$ cat src/hw/zports_pkg.sv
// shared types and constants of the Z80 port block, imported by every RTL module
`default_nettype none

package zports_pkg;

	typedef logic [7:0]  byte_t;     // bus data, register bytes, page numbers
	typedef logic [15:0] word_t;     // z80 address or ide data word
	typedef logic [31:0] page_vec_t; // page 3 in top byte
	typedef logic [4:0]  fmaddr_t;
	typedef logic [3:0]  fddvirt_t;

	// low address byte of each port
	localparam byte_t port_fe     = 8'hFE;
	localparam byte_t port_fd     = 8'hFD;
	localparam byte_t port_xt     = 8'hAF;
	localparam byte_t port_kjoy   = 8'h1F;
	localparam byte_t port_kmouse = 8'hDF;

	// ide register ports, #10 low data byte and #11 high data byte
	localparam byte_t ide_lo = 8'h10;
	localparam byte_t ide_hi = 8'h11;
	localparam byte_t ide_30 = 8'h30;
	localparam byte_t ide_50 = 8'h50;
	localparam byte_t ide_70 = 8'h70;
	localparam byte_t ide_90 = 8'h90;
	localparam byte_t ide_b0 = 8'hB0;
	localparam byte_t ide_d0 = 8'hD0;
	localparam byte_t ide_f0 = 8'hF0;
	localparam byte_t ide_c8 = 8'hC8; // cs1 block

	// #nnAF register index in the high address byte
	localparam byte_t xstat        = 8'h00;
	localparam byte_t rampage_base = 8'h10; // #10 to #13
	localparam byte_t fmaddr_idx   = 8'h15;
	localparam byte_t sysconf_idx  = 8'h20;
	localparam byte_t memconf_idx  = 8'h21;
	localparam byte_t im2vect_idx  = 8'h25;
	localparam byte_t fddvirt_idx  = 8'h29;

	localparam byte_t sysconf_rst = 8'h01; // 7 MHz turbo
	localparam byte_t memconf_rst = 8'h04; // rom mapping off
	localparam byte_t im2vect_rst = 8'hFF;
	localparam byte_t page0_rst   = 8'h00;
	localparam byte_t page1_rst   = 8'h05;
	localparam byte_t page2_rst   = 8'h02;
	localparam byte_t page3_rst   = 8'h00;

	// one-cycle bus strobes on zclk
	typedef struct packed {
		logic rd;
		logic wr;
	} io_strobe_t;

	typedef struct packed {
		logic fe;
		logic fd;       // #xxFD, a15 low only
		logic xt;
		logic ide_even; // all ide ports but #11
		logic ide_odd;  // #11
		logic kjoy;
		logic kmouse;
		logic ide_cs1;  // #C8
	} port_sel_t;

	typedef struct packed {
		byte_t    sysconf;
		byte_t    memconf;
		byte_t    im2vect;
		fmaddr_t  fmaddr;
		fddvirt_t fddvirt;
	} sys_cfg_t;

endpackage

`default_nettype wire
$ cat src/hw/zports_top.sv
// top of the Z80 port block, wires the decoder to the register, IDE and read-mux datapaths
`timescale 1ns/1ps
`default_nettype none

module zports_top (
	input  wire                       zclk,
	input  wire                       rst,
	input  wire zports_pkg::word_t    a,
	input  wire zports_pkg::byte_t    din,
	input  wire                       iorq,
	input  wire                       rd,
	input  wire                       wr,
	input  wire                       tape_read,
	input  wire [4:0]                 keys_in,
	input  wire [4:0]                 kj_in,
	input  wire zports_pkg::byte_t    mus_in,
	input  wire zports_pkg::word_t    idein,
	output zports_pkg::sys_cfg_t      sys_cfg,
	output zports_pkg::page_vec_t     xt_page,
	output zports_pkg::byte_t         dout,
	output logic                      porthit,
	output logic                      dataout,
	output zports_pkg::word_t         ideout,
	output logic                      idedataout,
	output logic [2:0]                ide_a,
	output logic                      ide_cs0_n,
	output logic                      ide_cs1_n,
	output logic                      ide_rd_n,
	output logic                      ide_wr_n
);
	import zports_pkg::*;

	io_strobe_t strobe;
	port_sel_t  sel;
	byte_t      status;
	byte_t      ide_hi_byte;

	port_decode u_decode (
		.zclk    (zclk),
		.rst     (rst),
		.a       (a),
		.iorq    (iorq),
		.rd      (rd),
		.wr      (wr),
		.strobe  (strobe),
		.sel     (sel),
		.porthit (porthit),
		.dataout (dataout)
	);

	xt_regs u_xt_regs (
		.zclk    (zclk),
		.rst     (rst),
		.din     (din),
		.hoa     (a[15:8]),  // register index for #nnAF
		.strobe  (strobe),
		.sel     (sel),
		.sys_cfg (sys_cfg),
		.xt_page (xt_page),
		.status  (status)
	);

	ide_bridge u_ide (
		.zclk        (zclk),
		.din         (din),
		.a_low3      (a[7:5]),
		.iorq        (iorq),
		.rd          (rd),
		.wr          (wr),
		.strobe      (strobe),
		.sel         (sel),
		.idein       (idein),
		.ideout      (ideout),
		.ide_hi_byte (ide_hi_byte),
		.ide_a       (ide_a),
		.ide_cs0_n   (ide_cs0_n),
		.ide_cs1_n   (ide_cs1_n),
		.ide_rd_n    (ide_rd_n),
		.ide_wr_n    (ide_wr_n),
		.idedataout  (idedataout)
	);

	port_read_mux u_read_mux (
		.sel         (sel),
		.hoa         (a[15:8]),
		.status      (status),
		.xt_page     (xt_page),
		.ide_hi_byte (ide_hi_byte),
		.idein       (idein),
		.keys_in     (keys_in),
		.tape_read   (tape_read),
		.kj_in       (kj_in),
		.mus_in      (mus_in),
		.dout        (dout)
	);

endmodule

`default_nettype wire

$ cat src/hw/port_read_mux.sv
// read data multiplexer, picks the byte returned to the Z80 for the decoded port
`timescale 1ns/1ps
`default_nettype none

module port_read_mux (
	input  wire zports_pkg::port_sel_t sel,
	input  wire zports_pkg::byte_t     hoa,
	input  wire zports_pkg::byte_t     status,
	input  wire zports_pkg::page_vec_t xt_page,
	input  wire zports_pkg::byte_t     ide_hi_byte,
	input  wire zports_pkg::word_t     idein,
	input  wire [4:0]                  keys_in,
	input  wire                        tape_read,
	input  wire [4:0]                  kj_in,
	input  wire zports_pkg::byte_t     mus_in,
	output zports_pkg::byte_t          dout
);
	import zports_pkg::*;

	byte_t xt_dout;

	// only status and the two upper pages read back through #nnAF
	always_comb
	begin
		case (hoa)
			xstat:
				xt_dout = status;
			rampage_base + 8'd2:
				xt_dout = xt_page[23:16];
			rampage_base + 8'd3:
				xt_dout = xt_page[31:24];
			default:
				xt_dout = 8'hFF;
		endcase
	end

	always_comb
	begin
		if (sel.fe)
			dout = {1'b1, tape_read, 1'b0, keys_in};
		else if (sel.ide_even)
			dout = idein[7:0]; // device low byte, straight through
		else if (sel.ide_odd)
			dout = ide_hi_byte;
		else if (sel.xt)
			dout = xt_dout;
		else if (sel.kjoy)
			dout = {3'b000, kj_in};
		else if (sel.kmouse)
			dout = mus_in;
		else
			dout = 8'hFF; // floating bus
	end

endmodule

`default_nettype wire

$ cat src/hw/ide_bridge.sv
// 16-bit IDE data path in normal mode, #10 carries the low byte and #11 the high byte
`timescale 1ns/1ps
`default_nettype none

module ide_bridge (
	input  wire                         zclk,
	input  wire zports_pkg::byte_t      din,
	input  wire [2:0]                   a_low3,
	input  wire                         iorq,
	input  wire                         rd,
	input  wire                         wr,
	input  wire zports_pkg::io_strobe_t strobe,
	input  wire zports_pkg::port_sel_t  sel,
	input  wire zports_pkg::word_t      idein,
	output zports_pkg::word_t           ideout,
	output zports_pkg::byte_t           ide_hi_byte,
	output logic [2:0]                  ide_a,
	output logic                        ide_cs0_n,
	output logic                        ide_cs1_n,
	output logic                        ide_rd_n,
	output logic                        ide_wr_n,
	output logic                        idedataout
);
	import zports_pkg::*;

	byte_t hi_in;   // high byte of last word read from device
	byte_t hi_out;  // high byte waiting for the #10 write
	logic  data_port;

	// #10 is the only even ide port with a7..a5 all zero
	assign data_port = sel.ide_even & (a_low3 == 3'b000);

	always_ff @(posedge zclk)
	begin
		if (strobe.rd & data_port)
			hi_in <= idein[15:8];
		if (strobe.wr & sel.ide_odd)
			hi_out <= din;
	end

	assign ide_hi_byte = hi_in;
	assign ideout      = {hi_out, din}; // low byte comes live off the bus

	assign ide_a     = a_low3;
	assign ide_cs0_n = ~(sel.ide_even & ~sel.ide_cs1);
	assign ide_cs1_n = ~sel.ide_cs1;

	// #11 is a local latch, it never strobes the device
	assign ide_rd_n = ~(iorq & rd & sel.ide_even);
	assign ide_wr_n = ~(iorq & wr & sel.ide_even);

	assign idedataout = ~ide_wr_n; // bus buffer drives toward device

endmodule

`default_nettype wire

$ cat src/hw/xt_regs.sv
// extended config registers behind #nnAF, the #7FFD paging port and the power-up status flag
`timescale 1ns/1ps
`default_nettype none

module xt_regs (
	input  wire                         zclk,
	input  wire                         rst,
	input  wire zports_pkg::byte_t      din,
	input  wire zports_pkg::byte_t      hoa,
	input  wire zports_pkg::io_strobe_t strobe,
	input  wire zports_pkg::port_sel_t  sel,
	output zports_pkg::sys_cfg_t        sys_cfg,
	output zports_pkg::page_vec_t       xt_page,
	output zports_pkg::byte_t           status
);
	import zports_pkg::*;

	byte_t p7ffd;      // last accepted #7FFD value
	byte_t page3_7ffd; // page 3 as loaded through #7FFD
	logic  xt_wr;
	logic  xstat_rd;
	logic  p7ffd_wr;
	logic  lock128;
	logic  pwr_up;     // set by reset, cleared by first XSTAT read
	logic  pwr_up_reg;

	assign xt_wr    = strobe.wr & sel.xt;
	assign xstat_rd = strobe.rd & sel.xt & (hoa == xstat);

	// bit 5 locks the port until the next reset
	assign p7ffd_wr = strobe.wr & sel.fd & ~p7ffd[5];

	// 128K lock mode hides the upper page bits
	assign lock128 = (sys_cfg.memconf[7:6] == 2'b01);

	assign page3_7ffd = {3'b000, lock128 ? 2'b00 : din[7:6], din[2:0]};

	always_ff @(posedge zclk)
	begin
		if (rst)
		begin
			sys_cfg.sysconf <= sysconf_rst;
			sys_cfg.memconf <= memconf_rst;
			sys_cfg.im2vect <= im2vect_rst;
			sys_cfg.fmaddr  <= '0;
			sys_cfg.fddvirt <= '0;
			xt_page         <= {page3_rst, page2_rst, page1_rst, page0_rst};
		end
		else if (p7ffd_wr)
		begin
			sys_cfg.memconf[0] <= din[4]; // rom select
			xt_page[31:24]     <= page3_7ffd;
		end
		else if (xt_wr)
		begin
			if (hoa[7:2] == rampage_base[7:2])
				xt_page[{hoa[1:0], 3'b000} +: 8] <= din;
			if (hoa == fmaddr_idx)
				sys_cfg.fmaddr <= din[4:0];
			if (hoa == sysconf_idx)
				sys_cfg.sysconf <= din;
			if (hoa == memconf_idx)
				sys_cfg.memconf <= din;
			if (hoa == im2vect_idx)
				sys_cfg.im2vect <= din;
			if (hoa == fddvirt_idx)
				sys_cfg.fddvirt <= din[3:0];
		end
	end

	always_ff @(posedge zclk)
	begin
		if (rst)
			p7ffd <= '0;
		else if (p7ffd_wr)
			p7ffd <= din;
	end

	// status captures the flag on read, so the first read still sees it
	always_ff @(posedge zclk)
	begin
		if (rst)
		begin
			pwr_up     <= 1'b1;
			pwr_up_reg <= 1'b0;
		end
		else if (xstat_rd)
		begin
			pwr_up_reg <= pwr_up;
			pwr_up     <= 1'b0;
		end
	end

	// dma active and no-ide bits read as 0
	assign status = {2'b00, pwr_up_reg, 5'b00000};

endmodule

`default_nettype wire

$ cat src/hw/port_decode.sv
// bus front end, makes zclk read/write strobes and decodes the low address byte into port classes
`timescale 1ns/1ps
`default_nettype none

module port_decode (
	input  wire                       zclk,
	input  wire                       rst,
	input  wire zports_pkg::word_t    a,
	input  wire                       iorq,
	input  wire                       rd,
	input  wire                       wr,
	output zports_pkg::io_strobe_t    strobe,
	output zports_pkg::port_sel_t     sel,
	output logic                      porthit,
	output logic                      dataout
);
	import zports_pkg::*;

	byte_t loa;
	logic  rd_lvl;
	logic  wr_lvl;
	logic  rd_q;
	logic  rd_qq;
	logic  wr_q;
	logic  wr_qq;

	assign loa = a[7:0];

	// bus cycle levels straight from the z80 pins
	assign rd_lvl = iorq & rd;
	assign wr_lvl = iorq & wr;

	// two sample stages, strobe fires one clock after the rising sample
	always_ff @(posedge zclk)
	begin
		if (rst)
		begin
			rd_q   <= 1'b0;
			rd_qq  <= 1'b0;
			wr_q   <= 1'b0;
			wr_qq  <= 1'b0;
			strobe <= '0;
		end
		else
		begin
			rd_q      <= rd_lvl;
			rd_qq     <= rd_q;
			wr_q      <= wr_lvl;
			wr_qq     <= wr_q;
			strobe.rd <= rd_q & ~rd_qq; // single pulse per held cycle
			strobe.wr <= wr_q & ~wr_qq;
		end
	end

	always_comb
	begin
		sel        = '0;
		sel.fe     = (loa == port_fe);
		sel.fd     = (loa == port_fd) && !a[15]; // a15 high is the AY, not ours
		sel.xt     = (loa == port_xt);
		sel.ide_odd = (loa == ide_hi);
		sel.kjoy   = (loa == port_kjoy);
		sel.kmouse = (loa == port_kmouse);
		sel.ide_cs1 = (loa == ide_c8);

		// every ide register port except the high byte latch
		sel.ide_even = loa inside {ide_lo, ide_30, ide_50, ide_70,
			ide_90, ide_b0, ide_d0, ide_f0, ide_c8};
	end

	// any internal port claims the cycle
	assign porthit = |sel;

	// drive the z80 data bus only on reads of our own ports
	assign dataout = porthit & rd_lvl;

endmodule

`default_nettype wire

$ cat config.mk
export PLATFORM = sky130hd
export DESIGN_NAME = zports_top
export DESIGN_NICKNAME = d
export VERILOG_FILES = /design/src/hw/zports_pkg.sv /design/src/hw/zports_top.sv /design/src/hw/port_read_mux.sv /design/src/hw/ide_bridge.sv /design/src/hw/xt_regs.sv /design/src/hw/port_decode.sv
export SDC_FILE = /design/constraint.sdc
export NUM_CORES = 1
export LEC_CHECK = 0
export BUFFER_PORTS_ARGS = -buffer_cell sky130_fd_sc_hd__buf_2
export CORE_ASPECT_RATIO = 1.75
export CORE_UTILIZATION = 25
export DETAILED_ROUTE_END_ITERATION = 10
export PLACE_DENSITY = 0.44
export REMOVE_ABC_BUFFERS = 1
export SLEW_MARGIN = 10
export SYNTH_ARGS = -nofsm -noshare
export SYNTH_HDL_FRONTEND = slang
export SYNTH_SLANG_ARGS = --single-unit
$ cat constraint.sdc
create_clock -name zclk -period 8.6 [get_ports zclk]
set_clock_uncertainty 0.1 [all_clocks]
set_input_delay 2.58 -clock zclk [delete_from_list [all_inputs] [get_ports zclk]]
set_output_delay 2.58 -clock zclk [all_outputs]
set_load 0.1 [all_outputs]
==> impl_metrics.json, run 1 <==
{
  "cts_tree": "done",
  "cpMostUsedCell": "buf_2",
  "start_util_pct": 25.6,
  "dp_slack_ns": 1.04,
  "drc_errors": 0,
  "route.vias.total": 3866,
  "timing.final.crit_period_ns": 7.59,
  "grtUsageMet3_pct": 2.94,
  "synth_area_leaders": "dfxtp_1, edfxtp_1, mux2i_1",
  "post_cts_buffers": 0,
  "use_met2_pct": 32.2,
  "startpoint_type": "primary input",
  "worst_slack_ns": 1.01,
  "dp_hpwl_microns": 11500,
  "drt-total-wl_microns": 15000,
  "fp.dieH_microns": 174,
  "yosys.area.top_type_share_pct": 35.0,
  "critical_path_peak_fanout": 11,
  "min_to": "u_decode.strobe[0]",
  "cts-buffers-inserted": 9,
  "ys_ff_latch": 90,
  "synth_ff_type": "dfxtp_1",
  "dr.pass1.iters": 4,
  "grt-ovfl-total": 0,
  "ir_drop_mv": 0.0829,
  "drv_cap": 0,
  "r2r_end": "u_xt_regs.sys_cfg[16]",
  "setup_viol": 0,
  "nets": 661,
  "reg2reg_depth": 4,
  "wl_per_cell_microns": 18.3,
  "io_buffer_count": 162,
  "netlist_instances": 459,
  "die_x_microns": 100,
  "drv_slew": 0,
  "synth-warning-count": 0,
  "max_freq_mhz": 132,
  "yosysUniqueCellTypes": 50,
  "ioPinCount": 163,
  "final_util_pct": 32.9,
  "n_antenna_cell": 0,
  "grt_max_degree": 73,
  "syn_area_sq_um": 4240,
  "synth_common_cells": "dfxtp_1, nor2_1, nand2_1",
  "power_leakage_nw": 2.20,
  "worstSetupPathType": "in2out",
  "multi_input_area_sq_um": 2030,
  "synth_edf_count": 16,
  "rows": 62,
  "cts_hold_buf": 0,
  "syn_area_per_cell_sq_um": 9.23,
  "cts_max_level": 3,
  "drive_gt1_share_pct": 32.5,
  "rsz0062_at_grt": "no",
  "crit_chain": "buf_2 -> inv_1 -> ha_1 -> or2_2 -> a21oi_1 -> nor3_1 -> o311ai_0 -> buf_2",
  "hp-start": "u_decode.wr_qq",
  "final_cell_area_sq_um": 5440,
  "clock_path_buffers": 2,
  "grt_first_pass_wirelength_microns": 22200,
  "cts.sink_count": 90,
  "seqCellArea_sq_um": 1960,
  "hold_viol": 0,
  "antenna_found_initial": 0,
  "p_per_area_nw_per_um2": 172,
  "r2r_start": "u_decode.strobe[0]",
  "core_area_sq_um": 16500,
  "slew_headroom_pct": 35.5,
  "seq_area_frac_synth_pct": 46.3,
  "slowest_delay_ns": 0.50,
  "die_area_sq_um": 17500,
  "arrival_ns": 4.91,
  "ctsResizeCount": 0,
  "rrSetupSlack_ns": 6.35,
  "largestRegisters": "u_xt_regs.sys_cfg (33), u_xt_regs.xt_page (32)",
  "worstSetupEndpointType": "primary output",
  "first_global_vias": 3677,
  "busiest_layer": "met2",
  "slowest_stage": "buf_2",
  "clkLatencyLatePin_ns": 0.34,
  "largest_reg_flops": 33,
  "finalCritPeriodShare_pct": 88.3,
  "required_ns": 5.92,
  "outcome": "finished clean",
  "largest_register": "u_xt_regs.sys_cfg",
  "min_path_cells": 1,
  "ant_nets": 0,
  "vias_per_cell": 4.71,
  "n_fill_cell": 1769,
  "hold_path_class": "reg2reg",
  "synthArstFlopShare_pct": 0,
  "worst_pin_slew_ns": 0.965,
  "synth.most_common_cell": "dfxtp_1",
  "clockRootBuffer": "clkbuf_16",
  "track_usage_pct": 17.2,
  "use_met1_pct": 18.3,
  "dr.first_iter.drc_count": 226,
  "yosysTopAreaCell": "dfxtp_1",
  "place.gp.congestion": 0.832,
  "area_growth_pct": 28.4,
  "dpl_cell_area_sq_um": 5130,
  "path_clk_slew_ns": 0.08
}
## critical path: cells and delay by family
family,cells,cell delay (ns)
compound gates,2,0.80
buf+inv,3,0.74
simple gates,2,0.45
fa+ha+maj,1,0.33
## cells in the final DEF, fill, tap and decap left out, types with 6 or more instances in the layout
cell type,synthesis,routed
a21oi_1,33,33
a22oi_1,11,11
a31oi_1,7,7
and3_1,7,7
buf_2,4,162
clkbuf_16,0,9
dfxtp_1,74,74
edfxtp_1,16,16
inv_1,6,6
mux2i_1,31,31
nand2_1,41,41
nand2b_1,11,11
nand3_1,28,28
nand4_1,7,7
nor2_1,49,49
nor2b_1,7,7
nor3_1,6,6
o21ai_0,7,7
o22ai_1,17,17
## how the worst max path moves through the flow
stage / start / end / slack [ns]
3_3_place_gp: a[8] / dout[7] / 1.15
3_5_place_dp: a[8] / dout[7] / 1.04
5_1_grt: a[8] / dout[7] / 0.81
4_1_cts: a[8] / dout[7] / 1.03
6_report: a[8] / dout[7] / 1.01
2_1_floorplan: a[7] / dout[7] / -1.60
## area by class of cell
cell class                 count  area share [%]
tap                          224            5.15
inverter                       6           0.414
clock buffer                   9            4.14
sequential                    90            36.1
timing repair buffer         165            15.3
multi-input combinational    320            37.4
clock inverter                 7            1.50
## per-layer routing
metal,up-vias,wire length (microns),part of all wire (%)
met4,0,472,3.1
li1,1909,-,-
met5,-,0,0
met1,1789,5800,39
met2,146,8140,54
met3,22,614,4.1
## power by group
part	internal, mW	switching [mW]
Clock	0.231	0.183
Combinational	0.0226	0.0692
Sequential	0.429	0.000676
## cell families after synthesis
| logic type | share of synthesized area [%] |
|---|---|
| buffers and inverters | 5.70 |
| flip-flops | 46.3 |
| AND/OR/NAND/NOR | 25.9 |
| multiplexers | 7.32 |
| AO/OA/AOI/OAI | 13.3 |
| adder cells (fa/ha/maj) | 1.48 |
## stage by stage
stage                     power (mW)  instances  hold slack, ns  TNS, ns
after floorplan                0.468        416           0.267    -2.46
final                          0.936        821           0.290        0
after global placement         0.531        805           0.276        0
after CTS                      0.951        821           0.295        0
after global routing           0.974        821           0.322        0
after detailed placement       0.531        805           0.281        0
(Power assumes the default switching activity.)
==> run 2: changes to the inputs <==
--- a/config.mk
+++ b/config.mk
@@ -5,11 +5,12 @@
 export SDC_FILE = /design/constraint.sdc
 export NUM_CORES = 1
 export LEC_CHECK = 0
-export BUFFER_PORTS_ARGS = -buffer_cell sky130_fd_sc_hd__buf_2
+export ABC_AREA = 1
 export CORE_ASPECT_RATIO = 1.75
 export CORE_UTILIZATION = 25
 export DETAILED_ROUTE_END_ITERATION = 10
-export PLACE_DENSITY = 0.44
+export DONT_BUFFER_PORTS = 1
+export PLACE_DENSITY = 0.36
 export REMOVE_ABC_BUFFERS = 1
 export SLEW_MARGIN = 10
 export SYNTH_ARGS = -nofsm -noshare
==> impl_metrics.json, run 2 <==
{
  "route.vias.total": 3990,
  "die_area_sq_um": 18900,
  "r2r_end": "u_xt_regs.xt_page[28]",
  "clock_path_buffers": 2,
  "die_x_microns": 104,
  "grtUsageMet3_pct": 4.83,
  "post_layout_nonfiller_instances": 851,
  "core_area_sq_um": 18000,
  "critical_path_peak_fanout": 11,
  "cts-buffers-inserted": 9,
  "max_freq_mhz": 139,
  "drc_errors": 0,
  "cts_tree": "done",
  "multi_input_area_sq_um": 2170,
  "area_growth_pct": 12.4,
  "startpoint_type": "primary input",
  "ys_ff_latch": 90,
  "slowest_delay_ns": 0.62,
  "grt_max_degree": 52,
  "rsz0062_at_grt": "no",
  "grt_first_pass_wirelength_microns": 23000,
  "grt-ovfl-total": 0,
  "yosysUniqueCellTypes": 36,
  "outcome": "finished clean",
  "vias_per_cell": 4.69,
  "r2r_start": "u_decode.strobe[0]",
  "syn_area_per_cell_sq_um": 7.47,
  "io_buffer_count": 0,
  "place.gp.congestion": 0.839,
  "fp.dieH_microns": 181,
  "post_cts_buffers": 0,
  "rrSetupSlack_ns": 6.72,
  "n_antenna_cell": 0,
  "crit_chain": "nand2_1 -> inv_1 -> nand3_1 -> buf_4 -> nand2_1 -> inv_1 -> nor3_2 -> inv_1",
  "p_sw_mw": 0.214,
  "cts.sink_count": 90,
  "synthArstFlopShare_pct": 0,
  "synth_common_cells": "nand2_1, nor2_1, dfxtp_1",
  "yosysTopAreaCell": "dfxtp_1",
  "rows": 65,
  "drv_cap": 0,
  "cpMostUsedCell": "inv_1",
  "antenna_found_initial": 0,
  "slew_headroom_pct": 24.7,
  "worstSetupPathType": "in2out",
  "drt-total-wl_microns": 15100,
  "slowest_stage": "inv_1",
  "drv_slew": 0,
  "wl_per_cell_microns": 17.7,
  "dp_hpwl_microns": 11900,
  "critPathBufInv": 4,
  "seqCellArea_sq_um": 1960,
  "final_util_pct": 28.7,
  "yosys.area.top_type_share_pct": 32.2,
  "reg2reg_depth": 7,
  "cp_num_cells": 8,
  "arrival_ns": 4.52,
  "drive_gt1_share_pct": 12.5,
  "p_per_area_nw_per_um2": 170,
  "setup_viol": 0,
  "endpoint": "ide_wr_n",
  "clkLatencyLatePin_ns": 0.34,
  "path_clk_slew_ns": 0.07,
  "worstSetupEndpointType": "primary output",
  "largestRegisters": "u_xt_regs.sys_cfg (33), u_xt_regs.xt_page (32)",
  "nets": 681,
  "dr.first_iter.drc_count": 213,
  "synth_ff_type": "dfxtp_1",
  "use_met1_pct": 16.4,
  "synth_area_leaders": "dfxtp_1, edfxtp_1, nand2_1",
  "synth-warning-count": 0,
  "final_common_cell": "nand2_1",
  "ctsResizeCount": 0,
  "n_fill_cell": 1942,
  "first_global_vias": 3946,
  "critPathTopFamily": "buffers and inverters",
  "cts_max_level": 3,
  "seq_area_frac_synth_pct": 42.7,
  "switching_share_pct": 24.4,
  "ioPinCount": 163,
  "required_ns": 5.92,
  "start_util_pct": 25.6,
  "largest_register": "u_xt_regs.sys_cfg",
  "worst_pin_slew_ns": 1.13,
  "layout_common_cells": "nand2_1, nor2_1, dfxtp_1",
  "use_met2_pct": 29.7,
  "clockRootBuffer": "clkbuf_16",
  "timing.final.crit_period_ns": 7.20,
  "synth.most_common_cell": "nand2_1",
  "dpl.cell_count": 835,
  "ir_drop_mv": 0.0800,
  "ant_nets": 0,
  "largest_reg_flops": 33,
  "critPathLaunch": "a[7]",
  "busiest_layer": "met2",
  "track_usage_pct": 16.2,
  "power_leakage_nw": 2.18,
  "finalCritPeriodShare_pct": 83.8,
  "internal-power_mw": 0.664,
  "combPwrFrac_pct": 6.3,
  "syn_area_sq_um": 4590,
  "hold_viol": 0,
  "dr.pass1.iters": 4,
  "cts_hold_buf": 0,
  "synth_edf_count": 16,
  "hold_path_class": "reg2reg",
  "seqPwrFrac_pct": 49.0,
  "p_clk_share_pct": 44.7,
  "netlist_instances": 615
}
-- run 2: kinds of logic after synthesis --
logic type	after synthesis	synth area share (%)
adder cells (fa/ha/maj)	5	1.36
AO/OA/AOI/OAI	105	13.8
buffers and inverters	106	10.5
AND/OR/NAND/NOR	309	31.6
flip-flops	90	42.7
-- run 2: per-stage QoR --
stage | hold WS [ns] | total power [mW] | setup slack (ns) | instance area [sq um] | setup TNS (ns)
floorplan | 0.273 | 0.479 | -1.66 | 4400 | -2.08
global placement | 0.280 | 0.495 | 1.41 | 4860 | 0
detailed placement | 0.281 | 0.495 | 1.35 | 4860 | 0
CTS | 0.291 | 0.893 | 1.34 | 5160 | 0
global route | 0.305 | 0.911 | 1.22 | 5160 | 0
finish | 0.287 | 0.878 | 1.40 | 5160 | 0
-- run 2: worst min path at each step --
stage | start | endpoint | slack (ns) | cells past startpoint
final | u_decode.rd_qq | u_decode.strobe[1] | 0.29 | 1
after global routing | u_decode.rd_qq | u_decode.strobe[1] | 0.31 | 1
after CTS | u_decode.rd_qq | u_decode.strobe[1] | 0.29 | 1
after detailed placement | u_decode.rd_qq | u_decode.strobe[1] | 0.28 | 1
after global placement | u_decode.rd_qq | u_decode.strobe[1] | 0.28 | 1
after floorplan | u_decode.wr_qq | u_decode.strobe[0] | 0.27 | 1
-- run 2: final cells by class --
class | count | area share (%)
well taps | 234 | 5.67
clock inverters | 4 | 0.654
multi-input cells | 419 | 42.1
flip-flops and latches | 90 | 38.0
inverters | 75 | 5.55
repair buffers | 17 | 2.81
clock buffers | 12 | 5.19
-- run 2: worst reg2reg max path, cell delays in order (launching register included) --
cell and delay (ns):
dfxtp_1 0.47, inv_1 0.17, nor3_2 0.30, nand2_1 0.32, inv_1 0.18, o21ai_0 0.09, nor2_1 0.11, nor2_1 0.05
-- run 2: per-layer routing --
metal	up-vias	wire, microns
li1	2002	-
met2	145	7840
met5	-	0
met3	20	1250
met1	1823	5480
met4	0	501
-- run 2: power by group through the flow --
stage	Sequential, mW	Clock (mW)	Combinational (mW)
after floorplan	0.439	0	0.0402
after global placement	0.439	0	0.0555
after detailed placement	0.439	0	0.0557
after CTS	0.430	0.407	0.0559
after global routing	0.429	0.421	0.0603
final	0.430	0.392	0.0555
